**src/conv_geom_pkg.sv**
```systemverilog
// Fixed geometry for one 32x32 frame and a 5x5 kernel; the counters elsewhere are sized for it
`default_nettype none

package conv_geom_pkg;

    // Input frame, one pixel per column, rows arrive top to bottom
    localparam int FRAME_W = 32;
    localparam int FRAME_H = 32;

    localparam int KERNEL = 5; // Window edge, square

    // Valid output positions only, no padding at the borders
    localparam int OUT_W = FRAME_W - KERNEL + 1;
    localparam int OUT_H = FRAME_H - KERNEL + 1;

    // One spare line so the next row can load while a window row is read
    localparam int NUM_LINES = KERNEL + 1;

    localparam int PIXEL_W = 8; // Signed pixel

endpackage

`default_nettype wire

```
**src/pixel_types_pkg.sv**
```systemverilog
// Pixel and window types for the 5x5 window generator; widths follow conv_geom_pkg and are not free
`default_nettype none

package pixel_types_pkg;

    import conv_geom_pkg::*;

    typedef logic signed [PIXEL_W-1:0] pixel_t;

    // Column index into one line buffer
    typedef logic [$clog2(FRAME_W)-1:0] col_t;

    typedef logic [$clog2(NUM_LINES)-1:0] line_idx_t; // Position in the line ring

    // Row count, must reach FRAME_H itself
    typedef logic [$clog2(FRAME_H+1)-1:0] row_cnt_t;

    // One row slice of a window, tap 0 is the leftmost column
    typedef pixel_t [KERNEL-1:0] taps_t;

    // Full window, row 0 is the topmost frame row
    typedef struct packed {
        taps_t [KERNEL-1:0] row;
    } window_t;

endpackage

`default_nettype wire

```
**src/line_store.sv**
```systemverilog
// One frame row of pixels; taps are combinational and i_rd_col must stay at or below OUT_W-1
`default_nettype none

module line_store (
    input  wire                         clk,
    input  wire                         i_we,
    input  wire  pixel_types_pkg::col_t   i_wr_col,
    input  wire  pixel_types_pkg::pixel_t i_wr_pixel,
    input  wire  pixel_types_pkg::col_t   i_rd_col,
    output pixel_types_pkg::taps_t        o_taps
);

    import conv_geom_pkg::*;
    import pixel_types_pkg::*;

    pixel_t mem [FRAME_W]; // Contents undefined until the row is written

    always_ff @(posedge clk) begin
        if (i_we) begin
            mem[i_wr_col] <= i_wr_pixel;
        end
    end

    // Five adjacent pixels from the read column, no wrap needed
    always_comb begin
        for (int k = 0; k < KERNEL; k++) begin
            o_taps[k] = mem[i_rd_col + col_t'(k)];
        end
    end

endmodule

`default_nettype wire

```
**config.mk**
```make
export PLATFORM = sky130hd
export DESIGN_NAME = line_store
export DESIGN_NICKNAME = d
export VERILOG_FILES = /design/src/conv_geom_pkg.sv /design/src/pixel_types_pkg.sv /design/src/line_store.sv
export SDC_FILE = /design/constraint.sdc
export NUM_CORES = 1
export LEC_CHECK = 0
export BUFFER_PORTS_ARGS = -buffer_cell sky130_fd_sc_hd__buf_2
export CAP_MARGIN = 20
export CORE_AREA = 2 2 141 247
export DETAILED_ROUTE_END_ITERATION = 8
export DIE_AREA = 0 0 143 249
export PLACE_DENSITY_LB_ADDON = 0.15
export SYNTH_ARGS = -nofsm -noshare
export SYNTH_HDL_FRONTEND = slang
export SYNTH_SLANG_ARGS = --single-unit
```
**constraint.sdc**
```tcl
create_clock -name clk -period 8.3 [get_ports clk]
set_clock_uncertainty 0.1 [all_clocks]
set_input_delay 1.66 -clock clk [delete_from_list [all_inputs] [get_ports clk]]
set_output_delay 1.66 -clock clk [all_outputs]
set_load 0.05 [all_outputs]
```
# Word level (Yosys, flattened, before mapping)
# Memory sizes are Yosys's and may differ from the RTL's.
# Index checks and enable logic that the tools add are counted.
# classes
addsub	4
n_mul	0
n_div	0
order_cmp	0
n_eq_ne	0
n_shift	0
mux	2
n_bitwise	0
n_reduce_logical	0
# op_table
operator	n
$add A5 B2 Y5 const B	2
$add A5 B1 Y5 const B	1
$add A5 B3 Y5 const B	1
$mux W1	2
# totals
reg_bits	0
latchBits	0
ramBits	256
mem_bits_ro	0
in_bits	20
out_inout_bits	40
wordCells	7
memories	1
# mem_list
memory	words	width	read_ports	rd_ports_with_merged_regs	wr	line_no	rtl
mem	32	8	5	0	1	line_store.sv:16	pixel_t mem [FRAME_W];

# Depth between registers and ports, before layout
# depth
depth_word	2
mapped_depth	14
mapped_depth_nobuf	7

# Worst setup path before layout
# No wires, ideal clock.
# synth_path
kind	input to output
from	input i_rd_col[1]
to	output o_taps[30] (netlist bit)
arrival_ns	5.457
required_time_ns	6.540
setup_slack_ns	1.083
path_stages	13
path_buffers	6
cell_sequence	buf_4 -> buf_4 -> buf_2 -> inv_2 -> buf_2 -> ha_1 -> xor2_1 -> buf_2 -> clkbuf_1 -> nand2_1 -> a32oi_1 -> a31oi_1 -> nor4_1
# synth_lines
item	line_no	rtl
start, declared	line_store.sv:9	input wire pixel_types_pkg::col_t i_rd_col,
end, declared	line_store.sv:10	output pixel_types_pkg::taps_t o_taps

==> results.tsv <==
stage	metric	value	unit
setup_path	CP Capture Type	output port	
sta	unrepaired setup endpoints after global routing	false	
final_layout	nets	1236	
flow_run	Max Cap Viol	0	
min_path	HP Start	i_wr_pixel[3]	
sta	Post-Route Setup TNS	0	ns
setup_path	slowest stage delay, CP	1.08	ns
logic_synthesis	Syn Inst Count	1191	
final_layout	Largest Register	mem	
clock_network	post-CTS sizing	0	
clock_network	Worst-path clk slew	0.07	ns
drt	DRC viols	0	
sta	f_max	141	MHz
final_layout	final core occ	59.8	%
logic_synthesis	Seq/Total Area, Yosys	42.0	%
global_routing	first-pass GRT wire length	96600	um
sta	Final Critical Period	7.09	ns
final_layout	Final Non-Filler Cells	1689	
die	I/O pin count	60	
setup_path	Startpoint Class	input port	
setup_path	Worst Path Arrival	5.33	ns
min_path	Hold EP	mem[18][3]	
power_and_ir_drop	peak supply drop	0.000182	V
global_routing	number of global-route vias before repair	13500	
die	area of the core	33500	um2
setup_path	WP buf/inv	4	
sta	slew margin rel.	21.7	%
clock_network	clk sinks	256	
setup_path	crit-path cells	clkbuf_8 -> inv_2 -> ha_2 -> buf_4 -> mux4_2 -> nand2_1 -> a32o_1 -> a221oi_1 -> buf_2	
global_routing	met1 Track Usage GR	50.5	%
setup_path	WP data required	6.54	ns
sta	final period utilization	85.4	%
die	# rows	89	
setup_path	delay-heaviest family, CP	buffers and inverters	
drt	first drt pass iteration count	6	
clock_network	setup bufs post-CTS	0	
logic_synthesis	FF+latch count, synth	256	
drt	Via density	8.04	
min_path	number of cells on the worst hold path	1	
global_routing	largest net degree at the start of global routing	113	
logic_synthesis	Mean Syn Cell Area	15.4	um2
power_and_ir_drop	pwr/cell area	175	nW/um2
final_layout	layout cell share with drive strength beyond 1	40.0	%
clock_network	largest buffer count on any clock path	3	
global_routing	met3 usage	10.7	%
logic_synthesis	Syn. warnings	0	
drt	Initial DRC Count	1840	
die	die extent in y	249	um
logic_synthesis	Netlist Area Pre-Place	18300	um2
clock_network	H-tree depth	1	
clock_network	CTS tree	yes	
drt	final WL	67100	um
sta	Final Hold Vio Count	0	
die	Die ar.	35600	um2
setup_path	Max FO, Critical Path	35	
placement	# port buffers	59	
min_path	Hold WC Path Type	input port to flip-flop	
logic_synthesis	Cell variety after synth	35	
global_routing	Top Usage Layer GRT	met2	
setup_path	Crit Path Class	input port to output port	
sta	Final Max Slew Viols	0	
clock_network	CTS Hold Bufs	0	
final_layout	Area Growth Syn to Fin	9.59	%
placement	DP HPWL	43800	um
power_and_ir_drop	Design Power	3.51	mW
placement	Final GP Congestion	0.950	
clock_network	TritonCTS Buffers	24	
logic_synthesis	Syn Nets	1216	
final_layout	fillers	2513	
global_routing	grt ovf	0	
final_layout	largest registers	mem x256	
final_layout	Largest register FFs	256	
sta	final setup violation count	0	
placement	Area after DPL	19200	um2
die	Initial Util	54.6	%
clock_network	clock root cell	clkbuf_16	
global_routing	All-Layer GR Usage	38.7	%
run_status	status	complete, no violations	
drt	DR WL/cell	39.8	um
global_routing	GRT met2 Usage	57.0	%
global_routing	initial antenna violation count	7	
drt	routed via count	13600	
setup_path	slowest CP cell	ha_2	
sta	Slew @ Worst Pin	1.17	ns
placement	placed insts	1638	
power_and_ir_drop	Static Leakage	6.50	nW
final_layout	cell area after layout	20100	um2
die	Die Width	143	um
drt	Final ANT Viol Nets	0	
-- kinds of logic after synthesis --
kind of cell / after synthesis / share of synthesized area, %
AOI/OAI and AO/OA: 94 / 4.16
xor gates and xnor gates: 16 / 0.766
adders and majority gates: 5 / 0.342
buffers and inverters: 115 / 2.84
DFF: 256 / 42.0
muxes: 407 / 42.7
and+or+nand+nor: 298 / 7.14
-- where the power goes --
part           leakage (nW)  total [mW]  switching (mW)  internal, mW
Clock                 0.372        1.10           0.512         0.590
Combinational          3.82       0.950           0.591         0.359
Sequential             2.31        1.46          0.0192          1.44
-- routing by layer --
layer	vias to the layer above	wire [um]
met5	-	57
met4	8	5830
met3	310	9120
met2	1208	30400
met1	6905	21700
li1	5149	-
-- through the flow --
| stage | hold slack, ns | worst slack, ns |
|---|---|---|
| after floorplan | 1.66 | 1.08 |
| after global placement | 2.04 | 1.34 |
| after detailed placement | 2.06 | 1.30 |
| after CTS | 1.48 | 1.30 |
| after global routing | 1.52 | 1.11 |
| final | 1.47 | 1.21 |
-- cells in the final DEF (no fill, tap or decap), drive strengths merged, types with 2 or more instances in the layout --
cell	n
a211oi	8
a221oi	15
a311oi	4
a31oi	23
a32o	15
a32oi	20
and3b	7
buf	105
clkbuf	32
clkinv	9
diode	5
edfxtp	256
ha	5
inv	5
mux2	16
mux2i	93
mux4	298
nand2	159
nand2b	3
nand3	42
nand3b	5
nor2	44
nor2b	3
nor3	21
nor4	9
o31ai	7
or3b	2
xnor2	9
xor2	7
-- area by class of cell --
type / count / area [um2] / area share, %
antenna: 5 / 12.5 / 0.0624
multi-input combinational: 820 / 10200 / 51.0
sequential: 256 / 7690 / 38.3
inverter: 2 / 7.51 / 0.0374
clock inverter: 14 / 115 / 0.574
tap: 455 / 569 / 2.84
clock buffer: 30 / 644 / 3.21
timing repair buffer: 107 / 786 / 3.92
-- Yosys cell counts --
| master | number | area, um2 |
|---|---|---|
| a2111oi_0 | 1 | 8.76 |
| a211oi_1 | 8 | 60.1 |
| a21oi_1 | 1 | 5.00 |
| a221oi_1 | 15 | 131 |
| a311oi_1 | 4 | 35.0 |
| a31oi_1 | 23 | 144 |
| a32o_1 | 15 | 150 |
| a32oi_1 | 20 | 175 |
| and2_1 | 1 | 6.26 |
| and3b_1 | 7 | 61.3 |
| buf_1 | 9 | 33.8 |
| buf_2 | 55 | 275 |
| buf_4 | 5 | 37.5 |
| clkbuf_1 | 44 | 165 |
| edfxtp_1 | 256 | 7690 |
| ha_1 | 5 | 62.6 |
| inv_1 | 1 | 3.75 |
| inv_2 | 1 | 3.75 |
| mux2_2 | 16 | 180 |
| mux2i_1 | 93 | 931 |
| mux4_2 | 298 | 6710 |
| nand2_1 | 159 | 597 |
| nand2b_1 | 3 | 18.8 |
| nand3_1 | 42 | 210 |
| nand3b_1 | 5 | 37.5 |
| nor2_1 | 44 | 165 |
| nor2b_1 | 3 | 18.8 |
| nor3_1 | 21 | 105 |
| nor4_1 | 9 | 56.3 |
| o31ai_1 | 7 | 52.6 |
| or2_2 | 1 | 6.26 |
| or3_1 | 1 | 6.26 |
| or3b_2 | 2 | 17.5 |
| xnor2_1 | 9 | 78.8 |
| xor2_1 | 7 | 61.3 |
-- worst max-delay path by stage --
| stage | to | from | depth (start not counted) |
|---|---|---|---|
| after floorplan | o_taps[30] | i_rd_col[1] | 13 |
| after global placement | o_taps[18] | i_rd_col[1] | 9 |
| after detailed placement | o_taps[18] | i_rd_col[1] | 9 |
| after CTS | o_taps[18] | i_rd_col[1] | 9 |
| after global routing | o_taps[22] | i_rd_col[1] | 9 |
| final | o_taps[18] | i_rd_col[1] | 9 |
(Power assumes the default switching activity.)
