[src/conv_geom_pkg.sv]
// Fixed geometry for one 32x32 frame and a 5x5 kernel; the counters elsewhere are sized for it
`default_nettype none

package conv_geom_pkg;

    // Input frame, one pixel per column, rows arrive top to bottom
    localparam int FRAME_W = 32;
    localparam int FRAME_H = 32;

    localparam int KERNEL = 5; // Window edge, square

    // Valid output positions only, no padding at the borders
    localparam int OUT_W = FRAME_W - KERNEL + 1;
    localparam int OUT_H = FRAME_H - KERNEL + 1;

    // One spare line so the next row can load while a window row is read
    localparam int NUM_LINES = KERNEL + 1;

    localparam int PIXEL_W = 8; // Signed pixel

endpackage

`default_nettype wire

[src/pixel_types_pkg.sv]
// Pixel and window types for the 5x5 window generator; widths follow conv_geom_pkg and are not free
`default_nettype none

package pixel_types_pkg;

    import conv_geom_pkg::*;

    typedef logic signed [PIXEL_W-1:0] pixel_t;

    // Column index into one line buffer
    typedef logic [$clog2(FRAME_W)-1:0] col_t;

    typedef logic [$clog2(NUM_LINES)-1:0] line_idx_t; // Position in the line ring

    // Row count, must reach FRAME_H itself
    typedef logic [$clog2(FRAME_H+1)-1:0] row_cnt_t;

    // One row slice of a window, tap 0 is the leftmost column
    typedef pixel_t [KERNEL-1:0] taps_t;

    // Full window, row 0 is the topmost frame row
    typedef struct packed {
        taps_t [KERNEL-1:0] row;
    } window_t;

endpackage

`default_nettype wire

[src/line_write_ctrl.sv]
// Line ring writer; the source must hold i_pixel_valid low while o_line_free is low, else pixels are lost
`default_nettype none

module line_write_ctrl (
    input  wire                                  clk,
    input  wire                                  reset_n,
    input  wire                                  i_start,
    input  wire                                  i_pixel_valid,
    input  wire  pixel_types_pkg::pixel_t        i_pixel,
    input  wire  pixel_types_pkg::row_cnt_t      i_rows_done,
    output logic [conv_geom_pkg::NUM_LINES-1:0]  o_line_we,
    output pixel_types_pkg::col_t                o_wr_col,
    output pixel_types_pkg::pixel_t              o_wr_pixel,
    output pixel_types_pkg::row_cnt_t            o_rows_written,
    output logic                                 o_line_free
);

    import conv_geom_pkg::*;
    import pixel_types_pkg::*;

    localparam col_t      LAST_COL  = col_t'(FRAME_W - 1);
    localparam line_idx_t LAST_LINE = line_idx_t'(NUM_LINES - 1);

    logic      active;       // Frame in progress, until the reader has finished every row
    col_t      wr_col;
    line_idx_t wr_ptr;       // Ring line receiving the current row
    row_cnt_t  rows_written;
    row_cnt_t  lines_used;   // Rows held but not yet released by the reader
    logic      accept;

    assign lines_used  = rows_written - i_rows_done;
    assign o_line_free = active && (rows_written < row_cnt_t'(FRAME_H))
                         && (lines_used < row_cnt_t'(NUM_LINES));
    assign accept      = i_pixel_valid && o_line_free;

    always_ff @(posedge clk) begin
        if (!reset_n) begin
            active       <= 1'b0;
            wr_col       <= '0;
            wr_ptr       <= '0;
            rows_written <= '0;
        end else if (i_start && !active) begin
            active       <= 1'b1; // New frame, ring starts at line 0
            wr_col       <= '0;
            wr_ptr       <= '0;
            rows_written <= '0;
        end else begin
            // Reader done with the last row, whole design goes idle
            if (active && i_rows_done == row_cnt_t'(OUT_H)) begin
                active <= 1'b0;
            end
            if (accept) begin
                if (wr_col == LAST_COL) begin
                    wr_col       <= '0;
                    wr_ptr       <= (wr_ptr == LAST_LINE) ? '0 : wr_ptr + 1'b1;
                    rows_written <= rows_written + 1'b1; // Row complete and readable
                end else begin
                    wr_col <= wr_col + 1'b1;
                end
            end
        end
    end

    // One-hot enable, only the current ring line is written
    always_comb begin
        o_line_we = '0;
        if (accept) begin
            o_line_we[wr_ptr] = 1'b1;
        end
    end

    assign o_wr_col       = wr_col;
    assign o_wr_pixel     = i_pixel;
    assign o_rows_written = rows_written;

endmodule

`default_nettype wire

[config.mk]
export PLATFORM = sky130hd
export DESIGN_NAME = line_write_ctrl
export DESIGN_NICKNAME = d
export VERILOG_FILES = /design/src/conv_geom_pkg.sv /design/src/pixel_types_pkg.sv /design/src/line_write_ctrl.sv
export SDC_FILE = /design/constraint.sdc
export NUM_CORES = 1
export LEC_CHECK = 0
export BUFFER_PORTS_ARGS = -buffer_cell sky130_fd_sc_hd__clkbuf_2
export CORE_MARGIN = 2
export CORE_UTILIZATION = 49
export CTS_BUF_LIST = sky130_fd_sc_hd__clkbuf_4
export DETAILED_ROUTE_END_ITERATION = 12
export HOLD_SLACK_MARGIN = 0.08
export PLACE_DENSITY = 0.88
export SLEW_MARGIN = 30
export SYNTH_ARGS = -nofsm -noshare
export SYNTH_HDL_FRONTEND = slang
export SYNTH_SLANG_ARGS = --single-unit
[constraint.sdc]
create_clock -name clk -period 3.13 [get_ports clk]
set_input_delay 0.1565 -clock clk [delete_from_list [all_inputs] [get_ports clk]]
set_output_delay 0.1565 -clock clk [all_outputs]
set_load 0.1 [all_outputs]
# == Yosys cells after proc, flatten, opt, wreduce, memory -nomap -nowiden ==
# Cells that the tools add are included.
# Widths: inputs -> output; s select.
# classes
n_eq_ne,3
addsub,4
bitwise_logic,1
magnitude_cmp,4
mux,7
reduce_logical,10
# ops
cell,n
$add 6x1->6 const B,1
$eq 6x5->1 const B,1
$logic_and 1x1->1,6
$lt 6x3->1 const B,1
$lt 6x6->1 const B,1
$mux 6,1
$sub 6x6->6,1
$add 5x1->5 const B,1
$eq 5x5->1 const B,1
$mux 5,1
$lt 3x4->1 const B,1
$add 3x1->3 const B,1
$demux 1 s3,1
$eq 3x3->1 const B,1
$ge 3x1->1 const B,1
$mux 1,3
$mux 3,1
$reduce_and 2->1,1
$reduce_bool 2->1,1
$reduce_or 2->1,1
$logic_not 1->1,1
$not 1->1,1
# totals
register_bits,15
inputBits,18
output_inout_bits,26
elab_cells,33

# == Depth between registers and ports, before layout ==
# depth
word_depth,5
ltp_mapped,9
depth_no_buf,9

# == Worst setup path after synthesis ==
# Ideal clock, no wire load.
# synth_path
path_type,reg2out
startpoint,"register rows_written[2], in the netlist o_rows_written[2]"
endpoint,output o_line_we[4] in the netlist's numbering
path_stages_with_launch,9
arrival_ns,6.186
required_time_ns,2.974
setup_slack_ns,-3.213
path_buffers,0
cell_sequence,dfxtp_1 -> ha_1 -> a21o_1 -> a31o_1 -> a221oi_2 -> nand4_2 -> clkinv_1 -> nand2_1 -> nor4b_1
# synth_via
elab_chain_len,5
elab_cells_between_ends,7
classes_between,add/sub (1); order compare (2); mux (1); reduce/logical (3)
# synth_lines
item,line_no,rtl
"start, declared",line_write_ctrl.sv:27,row_cnt_t rows_written;
"start signal, assigned",line_write_ctrl.sv:56,rows_written <= rows_written + 1'b1;
$sub 6x6->6 or $lt 6x6->1 (tied branches),"line_write_ctrl.sv:31, line_write_ctrl.sv:32",
$lt 6x3->1 or $logic_and 1x1->1 (tied branches),"line_write_ctrl.sv:33, line_write_ctrl.sv:32",
$logic_and 1x1->1 (*),line_write_ctrl.sv:33,&& (lines_used < row_cnt_t'(NUM_LINES));
via o_line_free,line_write_ctrl.sv:15,output logic o_line_free
$logic_and 1x1->1 (*),line_write_ctrl.sv:34,assign accept = i_pixel_valid && o_line_free;
$mux 6 (*),line_write_ctrl.sv:67,if (accept) begin
"end, declared",line_write_ctrl.sv:11,"output logic [conv_geom_pkg::NUM_LINES-1:0] o_line_we,"
# Mark *: on every way through the listed nets, which the timed path passes. The rest lies on a longest branch.

# == Worst setup path in the final report ==
# layout_path
startpoint,"register rows_written[0], in the netlist o_rows_written[0]"
endpoint,output o_line_we[4] in the netlist's numbering
# layout_via
elab_chain_len,5
elab_cells_between_ends,7
classes_between,add/sub (1); order compare (2); mux (1); reduce/logical (3)
# layout_lines
item,line_no
$sub 6x6->6 or $lt 6x6->1 (tied branches),"line_write_ctrl.sv:31, line_write_ctrl.sv:32"
$lt 6x3->1 or $logic_and 1x1->1 (tied branches),"line_write_ctrl.sv:33, line_write_ctrl.sv:32"
$logic_and 1x1->1 (*),line_write_ctrl.sv:33
$logic_and 1x1->1 (*),line_write_ctrl.sv:34
$mux 6 (*),line_write_ctrl.sv:67
# Every way passes the cells marked *; elsewhere a longest branch is shown, timed or not.

==> summary.txt <==
Pwr
  – Power Density: 255 mW/mm²
  – Peak VDD IR: 265 µV
  – Static leakage power: 0.534 nW

Synthesis
  – Synth top area share: 0.277
  – Syn nets: 156
  – Mapped Cells: 130
  – Adder-cell share of the synthesized area: 0.0994
  – XOR/XNOR share of the synthesized area: 0.0243
  – Distinct cells, synth: 40
  – Syn avg cell area: 8.33 µm²
  – Synth Area in Simple Gates: 0.251
  – Sequential share of the synthesized area: 0.277
  – Synth area leader: dfxtp_1
  – Asr flop ratio synth: 0
  – Ys flop type: dfxtp_1
  – Post-synthesis compound-gate area fraction: 0.246
  – Post-synth EDFFs: 0
  – Largest cells by area after synthesis: dfxtp_1 28%, ha_1 8.1%, a21oi_1 6.9%
  – Cell Area, Synth: 0.00108 mm²
  – Synthesized flop and latch total: 15
  – Most frequent cells after synthesis: 15 x a21oi_1, 15 x dfxtp_1, 9 x inv_1, 9 x o21ai_0
  – Largest family of logic cells by synthesized area: simple AND/OR/NAND/NOR gates
  – Yosys warns: 0
  – Post-synthesis mux area share: 0

Die
  – Die Ht: 51.0 µm
  – CORE AREA: 0.00215 mm²
  – Initial Utilization: 0.504
  – Die footprint: 0.00260 mm²
  – Die X: 51.0 µm
  – Num ports: 44
  – Site Rows: 17

STA
  – Slew headroom: 0.635
  – Worst Tran Pin Value: 547 ps
  – RSZ-0062 raised after global routing: false
  – Setup violators final: 0
  – Crit share post-route: 0.949
  – Final Hold Viols: 0
  – Tmin final: 2970 ps
  – Clock skew: 4.42 ps
  – Slew Limit Fails: 0
  – Max Clk Rate: 337 MHz

Clock tree
  – Hold_buf cts: 0
  – CTS Buffer Depth: 2
  – Clk_lat worst skew: 300 ps
  – CTS clk-pin slew, worst paths: 110 ps
  – CTS sink count: 15
  – Setup bufs post-CTS: 1
  – CTS tree: built
  – CTS Buf Count: 3
  – CTS HTree Levels: 1
  – CTS root buf: clkbuf_4
  – Resize count post-CTS: 0

Global routing
  – Initial antenna violation count: 0
  – Vias in the first global route: 1,055
  – Congestion Overflow GR: 0
  – Global-route wire length before repair: 4540 µm
  – Largest net degree at the start of global routing: 18
  – Total track usage: 0.229

Critical path
  – Worst endpoint required time: 2970 ps
  – Crit Path Class: reg2out
  – Arr. time, crit path: 2810 ps
  – CP Launch Type: flop
  – Crit-path max FO: 8
  – Crit. End Element: output pin
  – FF-to-FF setup slack: 420 ps

Drt
  – First-iteration detailed-routing DRC count: 12
  – DR vias: 1,069
  – Routed WL per cell: 15.0 µm
  – Detailed-route DRC error count: 0
  – Post-Route WL: 2700 µm
  – DR pass1 iterations: 4
  – Vias/cell: 5.94
  – Routed Antenna Nets: 0

Placement
  – Cells after DPL: 175
  – Buffers on Ports: 27
  – GP Congestion: 0.766
  – Hpwl dp: 2080 µm

Finish
  – Core Util, Final: 0.666
  – Layout cell share with drive strength beyond 1: 0.349
  – NumNets Final: 179
  – Area grow syn2layout: 32.3%
  – Fin cells: 180
  – Antenna cell count: 0

Flow run
  – Maxcap violations: 0

Worst hold path
  – Hold WC Path Type: in2reg

Status
  – Status: completed
## logic make-up (layout without fill, tap and decap cells)
kind of cell | Yosys count | count (layout)
XOR/XNOR | 3 | 3
buffers and inverters | 21 | 43
AO/OA/AOI/OAI | 39 | 39
adder cells (fa/ha/maj) | 8 | 8
AND/OR/NAND/NOR | 44 | 44
flip-flops | 15 | 15
## power breakdown
part / internal (mW) / switching (mW) / total (mW) / leakage [nW]
registers: 0.188 / 0.00102 / 0.189 / 0.125
logic: 0.0186 / 0.0336 / 0.0522 / 0.395
clock network: 0.0487 / 0.0752 / 0.124 / 0.0139
## worst paths after layout
kind / start / endpoint / cells after the start
setup reg to reg: o_rows_written[0]$_SDFFE_PP0P_ / o_rows_written[4]$_SDFFE_PP0P_ / 9
hold / removal: reset_n / active$_SDFFE_PN0P_ / 3
setup / recovery: o_rows_written[0]$_SDFFE_PP0P_ / o_line_we[4] / 10
hold reg to reg: active$_SDFFE_PN0P_ / active$_SDFFE_PN0P_ / 1
## metal layers
metal | track usage | share of wire | vias up
met4 | 0.0450 | 0.0048 | 0
met1 | 0.249 | 0.41 | 512
li1 | - | - | 528
met3 | 0.0673 | 0.056 | 2
met5 | 0 | 0 | -
met2 | 0.433 | 0.53 | 27
## state kept, by name, indices dropped and copies added (netlist names)
signal / cells
o_rows_written: 6
wr_ptr: 3
o_wr_col: 5
active: 1
## metrics by stage
step	hold WS [ps]	cell area [µm²]	setup TNS [ps]	setup slack, ps	total power [mW]
2_1_floorplan	295	1220	-947	-265	0.277
3_3_place_gp	314	1390	0	409	0.242
3_5_place_dp	314	1390	0	292	0.245
4_1_cts	120	1430	0	141	0.367
5_1_grt	131	1430	0	18.4	0.377
6_report	113	1430	0	159	0.365
## layout by cell type, fill, tap and decap left out, types with 2 or more instances in the layout
master    netlist  routed
dfxtp_1        15       9
dfxtp_2         0       2
buf_12          0       4
a21oi_1        15      15
o31ai_1         5       5
and3_1          4       4
buf_4           8       4
nand2_1         5       4
or4_1           7       7
nand3_1         8       8
a31oi_1         2       2
nor2_1          3       3
inv_1           9       9
xor2_1          2       2
clkbuf_4        0       3
o21ai_0         9       9
clkbuf_2        0      21
nor4_4          0       4
ha_1            7       7
dfxtp_4         0       4
## worst max-delay path: stages, from the launching register on
cell and delay, ps:
dfxtp_4 380, nand2b_4 150, fa_1 400, nand3_1 110
a21oi_1 100, a2111oi_4 400, nand4_4 200, clkinv_8 120
nand2_8 90, nor4b_4 350, buf_12 210
## area by class of cell
class | instances | area [µm²]
clock inverters | 1 | 7.51
inverters | 10 | 50.0
fillers | 184 | 717
flip-flops and latches | 15 | 318
well taps | 28 | 35.0
clock buffers | 3 | 22.5
multi-input cells | 94 | 783
repair buffers | 29 | 215
Power figures use the tool's default switching activity.
