--- src/conv_geom_pkg.sv ---
// Fixed geometry for one 32x32 frame and a 5x5 kernel; the counters elsewhere are sized for it
`default_nettype none

package conv_geom_pkg;

    // Input frame, one pixel per column, rows arrive top to bottom
    localparam int FRAME_W = 32;
    localparam int FRAME_H = 32;

    localparam int KERNEL = 5; // Window edge, square

    // Valid output positions only, no padding at the borders
    localparam int OUT_W = FRAME_W - KERNEL + 1;
    localparam int OUT_H = FRAME_H - KERNEL + 1;

    // One spare line so the next row can load while a window row is read
    localparam int NUM_LINES = KERNEL + 1;

    localparam int PIXEL_W = 8; // Signed pixel

endpackage

`default_nettype wire

--- src/pixel_types_pkg.sv ---
// Pixel and window types for the 5x5 window generator; widths follow conv_geom_pkg and are not free
`default_nettype none

package pixel_types_pkg;

    import conv_geom_pkg::*;

    typedef logic signed [PIXEL_W-1:0] pixel_t;

    // Column index into one line buffer
    typedef logic [$clog2(FRAME_W)-1:0] col_t;

    typedef logic [$clog2(NUM_LINES)-1:0] line_idx_t; // Position in the line ring

    // Row count, must reach FRAME_H itself
    typedef logic [$clog2(FRAME_H+1)-1:0] row_cnt_t;

    // One row slice of a window, tap 0 is the leftmost column
    typedef pixel_t [KERNEL-1:0] taps_t;

    // Full window, row 0 is the topmost frame row
    typedef struct packed {
        taps_t [KERNEL-1:0] row;
    } window_t;

endpackage

`default_nettype wire

--- src/window_reader.sv ---
// Raster-order 5x5 window issue; waits on rows written and i_conv_ready, each window valid for one cycle
`default_nettype none

module window_reader (
    input  wire                                                   clk,
    input  wire                                                   reset_n,
    input  wire                                                   i_start,
    input  wire  pixel_types_pkg::row_cnt_t                       i_rows_written,
    input  wire                                                   i_conv_ready,
    input  wire  pixel_types_pkg::taps_t [conv_geom_pkg::NUM_LINES-1:0] i_line_taps,
    output pixel_types_pkg::col_t                                 o_rd_col,
    output pixel_types_pkg::row_cnt_t                             o_rows_done,
    output logic                                                  o_conv_valid,
    output pixel_types_pkg::window_t                              o_window,
    output logic                                                  o_conv_row_start,
    output logic                                                  o_conv_row_end,
    output logic                                                  o_done
);

    import conv_geom_pkg::*;
    import pixel_types_pkg::*;

    localparam col_t      LAST_COL  = col_t'(OUT_W - 1);
    localparam row_cnt_t  LAST_ROW  = row_cnt_t'(OUT_H - 1);
    localparam line_idx_t LAST_LINE = line_idx_t'(NUM_LINES - 1);
    localparam int        IDX_W     = $bits(line_idx_t) + 1; // Room for base plus offset

    typedef logic [IDX_W-1:0] idx_sum_t;

    typedef enum logic [1:0] {
        ST_IDLE,
        ST_EMIT,
        ST_FINISH
    } state_t;

    state_t    state;
    row_cnt_t  out_row;  // Current output row, equals the rows finished
    col_t      rd_col;
    line_idx_t base;     // Ring line holding the top window row
    logic      avail;
    logic      fire;
    window_t   win_next;

    // Bottom window row must be fully written
    assign avail = i_rows_written >= out_row + row_cnt_t'(KERNEL);
    assign fire  = (state == ST_EMIT) && i_conv_ready && avail;

    // Pick five ring lines in order starting at the base
    always_comb begin
        idx_sum_t sum;
        for (int i = 0; i < KERNEL; i++) begin
            sum = {1'b0, base} + idx_sum_t'(i);
            if (sum >= idx_sum_t'(NUM_LINES)) begin
                sum = sum - idx_sum_t'(NUM_LINES); // Wrap around the ring
            end
            win_next.row[i] = i_line_taps[sum[IDX_W-2:0]];
        end
    end

    always_ff @(posedge clk) begin
        if (!reset_n) begin
            state            <= ST_IDLE;
            out_row          <= '0;
            rd_col           <= '0;
            base             <= '0;
            o_conv_valid     <= 1'b0;
            o_conv_row_start <= 1'b0;
            o_conv_row_end   <= 1'b0;
            o_done           <= 1'b0;
        end else begin
            o_conv_valid     <= fire;
            o_conv_row_start <= fire && (rd_col == '0);
            o_conv_row_end   <= fire && (rd_col == LAST_COL);
            o_done           <= 1'b0;
            case (state)
                ST_IDLE: begin
                    if (i_start) begin
                        out_row <= '0;
                        rd_col  <= '0;
                        base    <= '0;
                        state   <= ST_EMIT;
                    end
                end
                ST_EMIT: begin
                    if (fire) begin
                        if (rd_col == LAST_COL) begin
                            rd_col  <= '0;
                            out_row <= out_row + 1'b1; // Releases the oldest line to the writer
                            base    <= (base == LAST_LINE) ? '0 : base + 1'b1;
                            if (out_row == LAST_ROW) begin
                                state <= ST_FINISH;
                            end
                        end else begin
                            rd_col <= rd_col + 1'b1;
                        end
                    end
                end
                ST_FINISH: begin
                    o_done <= 1'b1; // Lands one cycle after the last valid
                    state  <= ST_IDLE;
                end
                default: state <= ST_IDLE;
            endcase
        end
    end

    // Window payload, held until the next issue
    always_ff @(posedge clk) begin
        if (fire) begin
            o_window <= win_next;
        end
    end

    assign o_rd_col    = rd_col;
    assign o_rows_done = out_row;

endmodule

`default_nettype wire

--- config.mk ---
export PLATFORM = sky130hd
export DESIGN_NAME = window_reader
export DESIGN_NICKNAME = d
export VERILOG_FILES = /design/src/conv_geom_pkg.sv /design/src/pixel_types_pkg.sv /design/src/window_reader.sv
export SDC_FILE = /design/constraint.sdc
export NUM_CORES = 1
export LEC_CHECK = 0
export BUFFER_PORTS_ARGS = -buffer_cell sky130_fd_sc_hd__buf_4
export CAP_MARGIN = 25
export CORE_AREA = 2 2 180 182
export DETAILED_ROUTE_END_ITERATION = 12
export DIE_AREA = 0 0 182 184
export GPL_TIMING_DRIVEN = 0
export PLACE_DENSITY = 0.74
export SYNTH_ARGS = -nofsm -noshare
export SYNTH_HDL_FRONTEND = slang
export SYNTH_SLANG_ARGS = --single-unit
--- constraint.sdc ---
create_clock -name clk -period 6.7 [get_ports clk]
set_clock_uncertainty 0.2 [all_clocks]
set_input_delay 0.67 -clock clk [delete_from_list [all_inputs] [get_ports clk]]
set_output_delay 0.67 -clock clk [all_outputs]
set_load 0.02 [all_outputs]
# --- Yosys cells after proc, flatten, opt, wreduce, memory -nomap -nowiden ---
# Cells that the tools add are included.
word_totals:
  elab_cells: 110
  input_bits: 250
  register_bits: 220
classes:
  reduce_logical: 10
  n_eq_ne: 9
  n_mux: 34
  order_cmp: 11
  addsub: 13
op_table:
  columns: ["op", "count"]
  rows:
  - ["40-bit binary-select mux with 3-bit select", 5]
  - ["40-bit two-way mux", 5]
  - ["3-bit two-way mux", 9]
  - ["3-bit by 4-bit < comparator with 1-bit output, second input constant", 5]
  - ["6-bit two-way mux", 3]
  - ["4-bit by 3-bit >= comparator with 1-bit output, second input constant", 4]
  - ["5-bit two-way mux", 3]
  - ["3-bit subtractor, second input constant", 5]
  - ["6-bit one-hot mux with 2 select lines", 1]
  - ["5-bit one-hot mux with 2 select lines", 1]
  - ["3-bit by 2-bit adder with 4-bit output, second input constant", 2]
  - ["2-bit two-way mux", 4]
  - ["4-bit AND reduction", 2]
  - ["6-bit by 1-bit adder with 6-bit output, second input constant", 1]
  - ["6-bit by 3-bit adder with 6-bit output, second input constant", 1]
  - ["6-bit by 5-bit == test with 1-bit output, second input constant", 1]
  - ["6-bit >= comparator", 1]
  - ["3-bit one-hot mux with 2 select lines", 1]
  - ["5-bit by 1-bit adder with 5-bit output, second input constant", 1]
  - ["5-bit == test, second input constant", 1]
  - ["5-bit logical NOT", 1]
  - ["3-bit by 1-bit adder with 4-bit output, second input constant", 1]
  - ["3-bit by 3-bit adder with 4-bit output, second input constant", 1]
  - ["1-bit logical AND", 4]
  - ["other kinds (12)", 14]

# --- Longest topological paths before layout ---
depth:
  depth_word: 5
  ltp_mapped: 13
  mapped_depth_nobuf: 11

# --- Worst setup path before layout ---
# Ideal clock, no wire load.
synth_path:
  kind: "flip-flop to flip-flop"
  start: "register out_row[0], in the netlist o_rows_done[0]"
  end: "register o_conv_row_start"
  arrival_time_ps: 6701
  path_stages_with_launch: 11
  path_buffers: 0
  setup_ps: 105
  required_time_ps: 6395
  path_slack_ps: -305
  synth_period_minus_slack_ps: 7005
  path_cell_list: "dfxtp_1 -> ha_1 -> o21ai_0 -> xor2_1 -> ha_1 -> nand3_1 -> o31ai_2 -> nand2_1 -> inv_1 -> nand2_1 -> nor4_1"
synth_between:
  elab_chain_cells: 4
synth_lines:
  columns: ["element", "line_no", "rtl"]
  rows:
  - ["start: declaration", "window_reader.sv:37", "row_cnt_t out_row;"]
  - ["start signal: assignment", "window_reader.sv:88", "out_row <= out_row + 1'b1;"]
  - ["6-bit by 3-bit adder with 6-bit output", "window_reader.sv:45", "assign avail = i_rows_written >= out_row + row_cnt_t'(KERNEL);"]
  - ["6-bit >= comparator", "window_reader.sv:45", null]
  - ["1-bit logical AND", "window_reader.sv:46", "assign fire = (state == ST_EMIT) && i_conv_ready && avail;"]
  - ["net fire", "window_reader.sv:41", "logic fire;"]
  - ["1-bit logical AND", "window_reader.sv:72", "o_conv_row_start <= fire && (rd_col == '0);"]
  - ["end signal: assignment", "window_reader.sv:72", null]
  - ["end: declaration", "window_reader.sv:15", "output logic o_conv_row_start,"]
# The timed path passes the listed nets, and every way through them passes these cells.
# A chain may end at the register's enable or synchronous reset.

==> key figures <==
Run status
  • Status: finished, final reports clean

Critical path
  • Max stage delay cell, worst path: clkbuf_1
  • Worst reg2reg setup slack: between 1.5 and 2 ns
  • Worst Path Class, Setup: flip-flop to flip-flop
  • Most used cell, CP: clkbuf_1
  • Reg-to-reg startpoint: base[0]
  • CP arrival: 4.76 ns
  • CP startpoint kind: flip-flop
  • CP top delay family: buffers and inverters
  • Slowest cell delay on critical path: 0.70 ns
  • FF-to-FF path depth: 11
  • Max FO, Critical Path: 10
  • CP endpoint kind: flip-flop
  • FF-to-FF End: o_window[72]
  • Critical path required time: 6.74 ns
  • Worst path bufs/invs: 7
  • CP Cell Sequence: buf_4 -> buf_2 -> clkbuf_1 -> inv_1 -> ha_1 -> clkbuf_1 -> nand4_1 -> o21ai_0 -> clkbuf_1 -> clkbuf_1 -> o31ai_1

Timing
  • Fin. Hold Viols: 0
  • Post-layout min period: 4.73 ns
  • Hold Worst Slack: roughly 0.24 ns
  • RSZ-0062 raised after global routing: no
  • Final setup fails: 0
  • Final setup slack of the worst path: 1.97 ns
  • Max Clock Freq: about 0.21 GHz
  • Final Max Slew Viols: 0
  • Worst-Margin Slew: 1.05 ns
  • Relative slew slack: 0.302
  • Period utilisation layout: 0.706

Clock tree
  • Post-CTS Hold Fix Bufs: 0
  • Clk Tree Root Cell: clkbuf_16
  • CTS clock-pin slew for the worst setup and hold paths: 0.06 ns
  • CTS Sinks: 220
  • CTS tree: yes
  • H-tree level count: 1
  • TritonCTS Buffers: 25
  • Post-CTS Resized: 0
  • Postcts setup bufs: 0
  • Worst skew pair latency: around 0.53 ns
  • Max Root-Sink Buffers: 3

Synthesis
  • Ys async rst share: 0
  • Synth Register Bits: 220
  • Mean Syn Cell Area: 9.80 µm²
  • Top FF cell, synth: edfxtp_1
  • Synth area leader: edfxtp_1
  • Yosys top cell area share: 0.435
  • Synth warn: 0
  • Most frequent cells after synthesis: 221 x nand2_1, 200 x edfxtp_1, 163 x mux2i_1
  • Number of enable flip-flop cells after synthesis: 200
  • Synth top area cells: edfxtp_1 43%, mux2i_1 12%, mux2_2 6.5%
  • Mapped Nets: 1678
  • Cell variety after synth: 47
  • Most repeated cell in the gate-level netlist after synthesis: nand2_1
  • Part of the Yosys area used for sequential elements: 0.464
  • Synth Cell Area: roughly 14000 µm²
  • Cells after synthesis: 1411

Routing
  • Routed vias: 14500
  • Final ANT Viol Nets: 0
  • DRC viols: 0
  • Final WL: 60000 µm
  • Initial DRC count: 2052
  • DR WL/cell: 25.8 µm
  • DR pass1 iterations: 6
  • Vias per cell: 6.23

Power and ir drop
  • Peak VDD IR: 156 µV
  • Leak: 7.07 nW
  • PwrDens: about 210 nW/µm²

GRT
  • GR Overflow Total: 0
  • Number of global-route vias before repair: 14000
  • Antenna violations before repair: 0
  • GR met1 Demand/Resource: 0.434
  • Global route hottest layer: met2
  • Largest net degree at the start of global routing: 47
  • First-pass GRT wire length: 86600 µm
  • GRT met3 Usage: 0.0664
  • Met2 Use GR: 0.567
  • Total Routing Usage GR: 0.344

Min path
  • Min-delay src: i_start
  • Hold Path Class: primary input to flip-flop
  • Min-Delay Path Depth: 3
  • Hold Path End: state[0]

Placement
  • Post-place setup slack: 2.10 ns
  • Post-DP HPWL: ~44000 µm
  • Routability Congestion: 0.930
  • Port buffer count: 464
  • Placed cells: 2282
  • Placed cell areas: ~18000 µm²

Finish
  • Final Instance Count excl. Fillers: between 2000 and 2500
  • Layout area overhead: 35.9%
  • Fillcell total: 2727
  • FF+latch area: 6410 µm²
  • Ant. Diodes: 0
  • Final net count: 2174
  • Final Util: 0.598
  • Post-route cell area: 18800 µm²
  • Multi-input gate area: 6840 µm²
  • Fraction of layout cells with a size suffix above 1: 0.324

Floorplanning
  • Core box area: 31400 µm²
  • Initial Util: 0.440
  • Std-Cell Rows: 65
  • Height of the die: about 180 µm
  • IO Pins: 465
  • Chip width: 182 µm
  • Die ar.: 33500 µm²

Job
  • Max Cap Viol: 0
==> where the power goes <==
part / leakage (nW) / internal [mW] / switching (mW)
clock network: 0.436 / 0.922 / 0.575
registers: 1.99 / 1.60 / 0.0255
logic: 4.64 / 0.372 / 0.514
total: 7.07 / 2.89 / 1.11
==> worst max path at each step <==
stage,startpoint,to,slack (ns),cells past startpoint
6_report,base[0],o_window[72],1.97,11
3_3_place_gp,o_rows_done[2],o_rd_col[3],-0.72,12
5_1_grt,base[0],o_window[76],1.77,11
3_5_place_dp,base[0],o_window[158],2.10,12
4_1_cts,base[0],o_window[76],2.08,11
2_1_floorplan,o_rows_done[2],o_rd_col[3],0.89,12
==> worst reg2reg max path, delay by kind of cell (launching register included) <==
kind	cells	cell delay, ns
AO/OA/AOI/OAI	2	0.33
adder cells (fa/ha/maj)	1	0.31
buffers and inverters	7	3.04
flip-flops	1	0.43
AND/OR/NAND/NOR	1	0.14
==> cells in the final DEF (no fill, tap or decap), drive strengths merged, types with 39 or more instances in the layout <==
master | synthesis | layout
mux2i | 163 | 163
a21oi | 50 | 50
nand2 | 221 | 221
o31ai | 42 | 42
edfxtp | 200 | 200
o21ai | 164 | 164
o211ai | 39 | 39
nor2 | 90 | 90
o22ai | 121 | 121
mux2 | 80 | 80
clkbuf | 90 | 119
buf | 36 | 505
==> metrics by stage <==
step	setup TNS, ns	total power, mW
6_report	0	4.00
3_5_place_dp	0	2.51
4_1_cts	0	3.99
3_3_place_gp	-96.82	2.50
5_1_grt	0	4.13
2_1_floorplan	0	2.13
==> cell type report <==
cell class | count | area share
clock buffers | 29 | 0.0346
plain buffers | 126 | 0.0279
repair buffers | 469 | 0.191
multi-input cells | 1051 | 0.364
clock inverters | 16 | 0.0121
well taps | 402 | 0.0268
inverters | 14 | 0.00300
flip-flops and latches | 220 | 0.341
==> kinds of logic after synthesis <==
| family | after synthesis | share of synthesized area |
|---|---|---|
| buf+inv | 140 | 0.0417 |
| xor+xnor | 9 | 0.00706 |
| flops | 220 | 0.464 |
| compound gates | 432 | 0.188 |
| simple gates | 350 | 0.101 |
| fa+ha+maj | 17 | 0.0154 |
| mux | 243 | 0.183 |
==> routing by layer <==
layer	part of all wire	vias to the layer above
met5	0	-
met4	0.054	0
met3	0.12	228
met2	0.46	1226
met1	0.37	6748
li1	-	6303
==> flip-flops by register name, summed over array words and instances (netlist names) <==
signal            cells
base                  3
o_conv_valid          1
o_conv_row_end        1
state                 2
o_rd_col              5
o_rows_done           6
o_done                1
o_window            200
o_conv_row_start      1
Note: power is estimated with default switching activity, not from simulation.
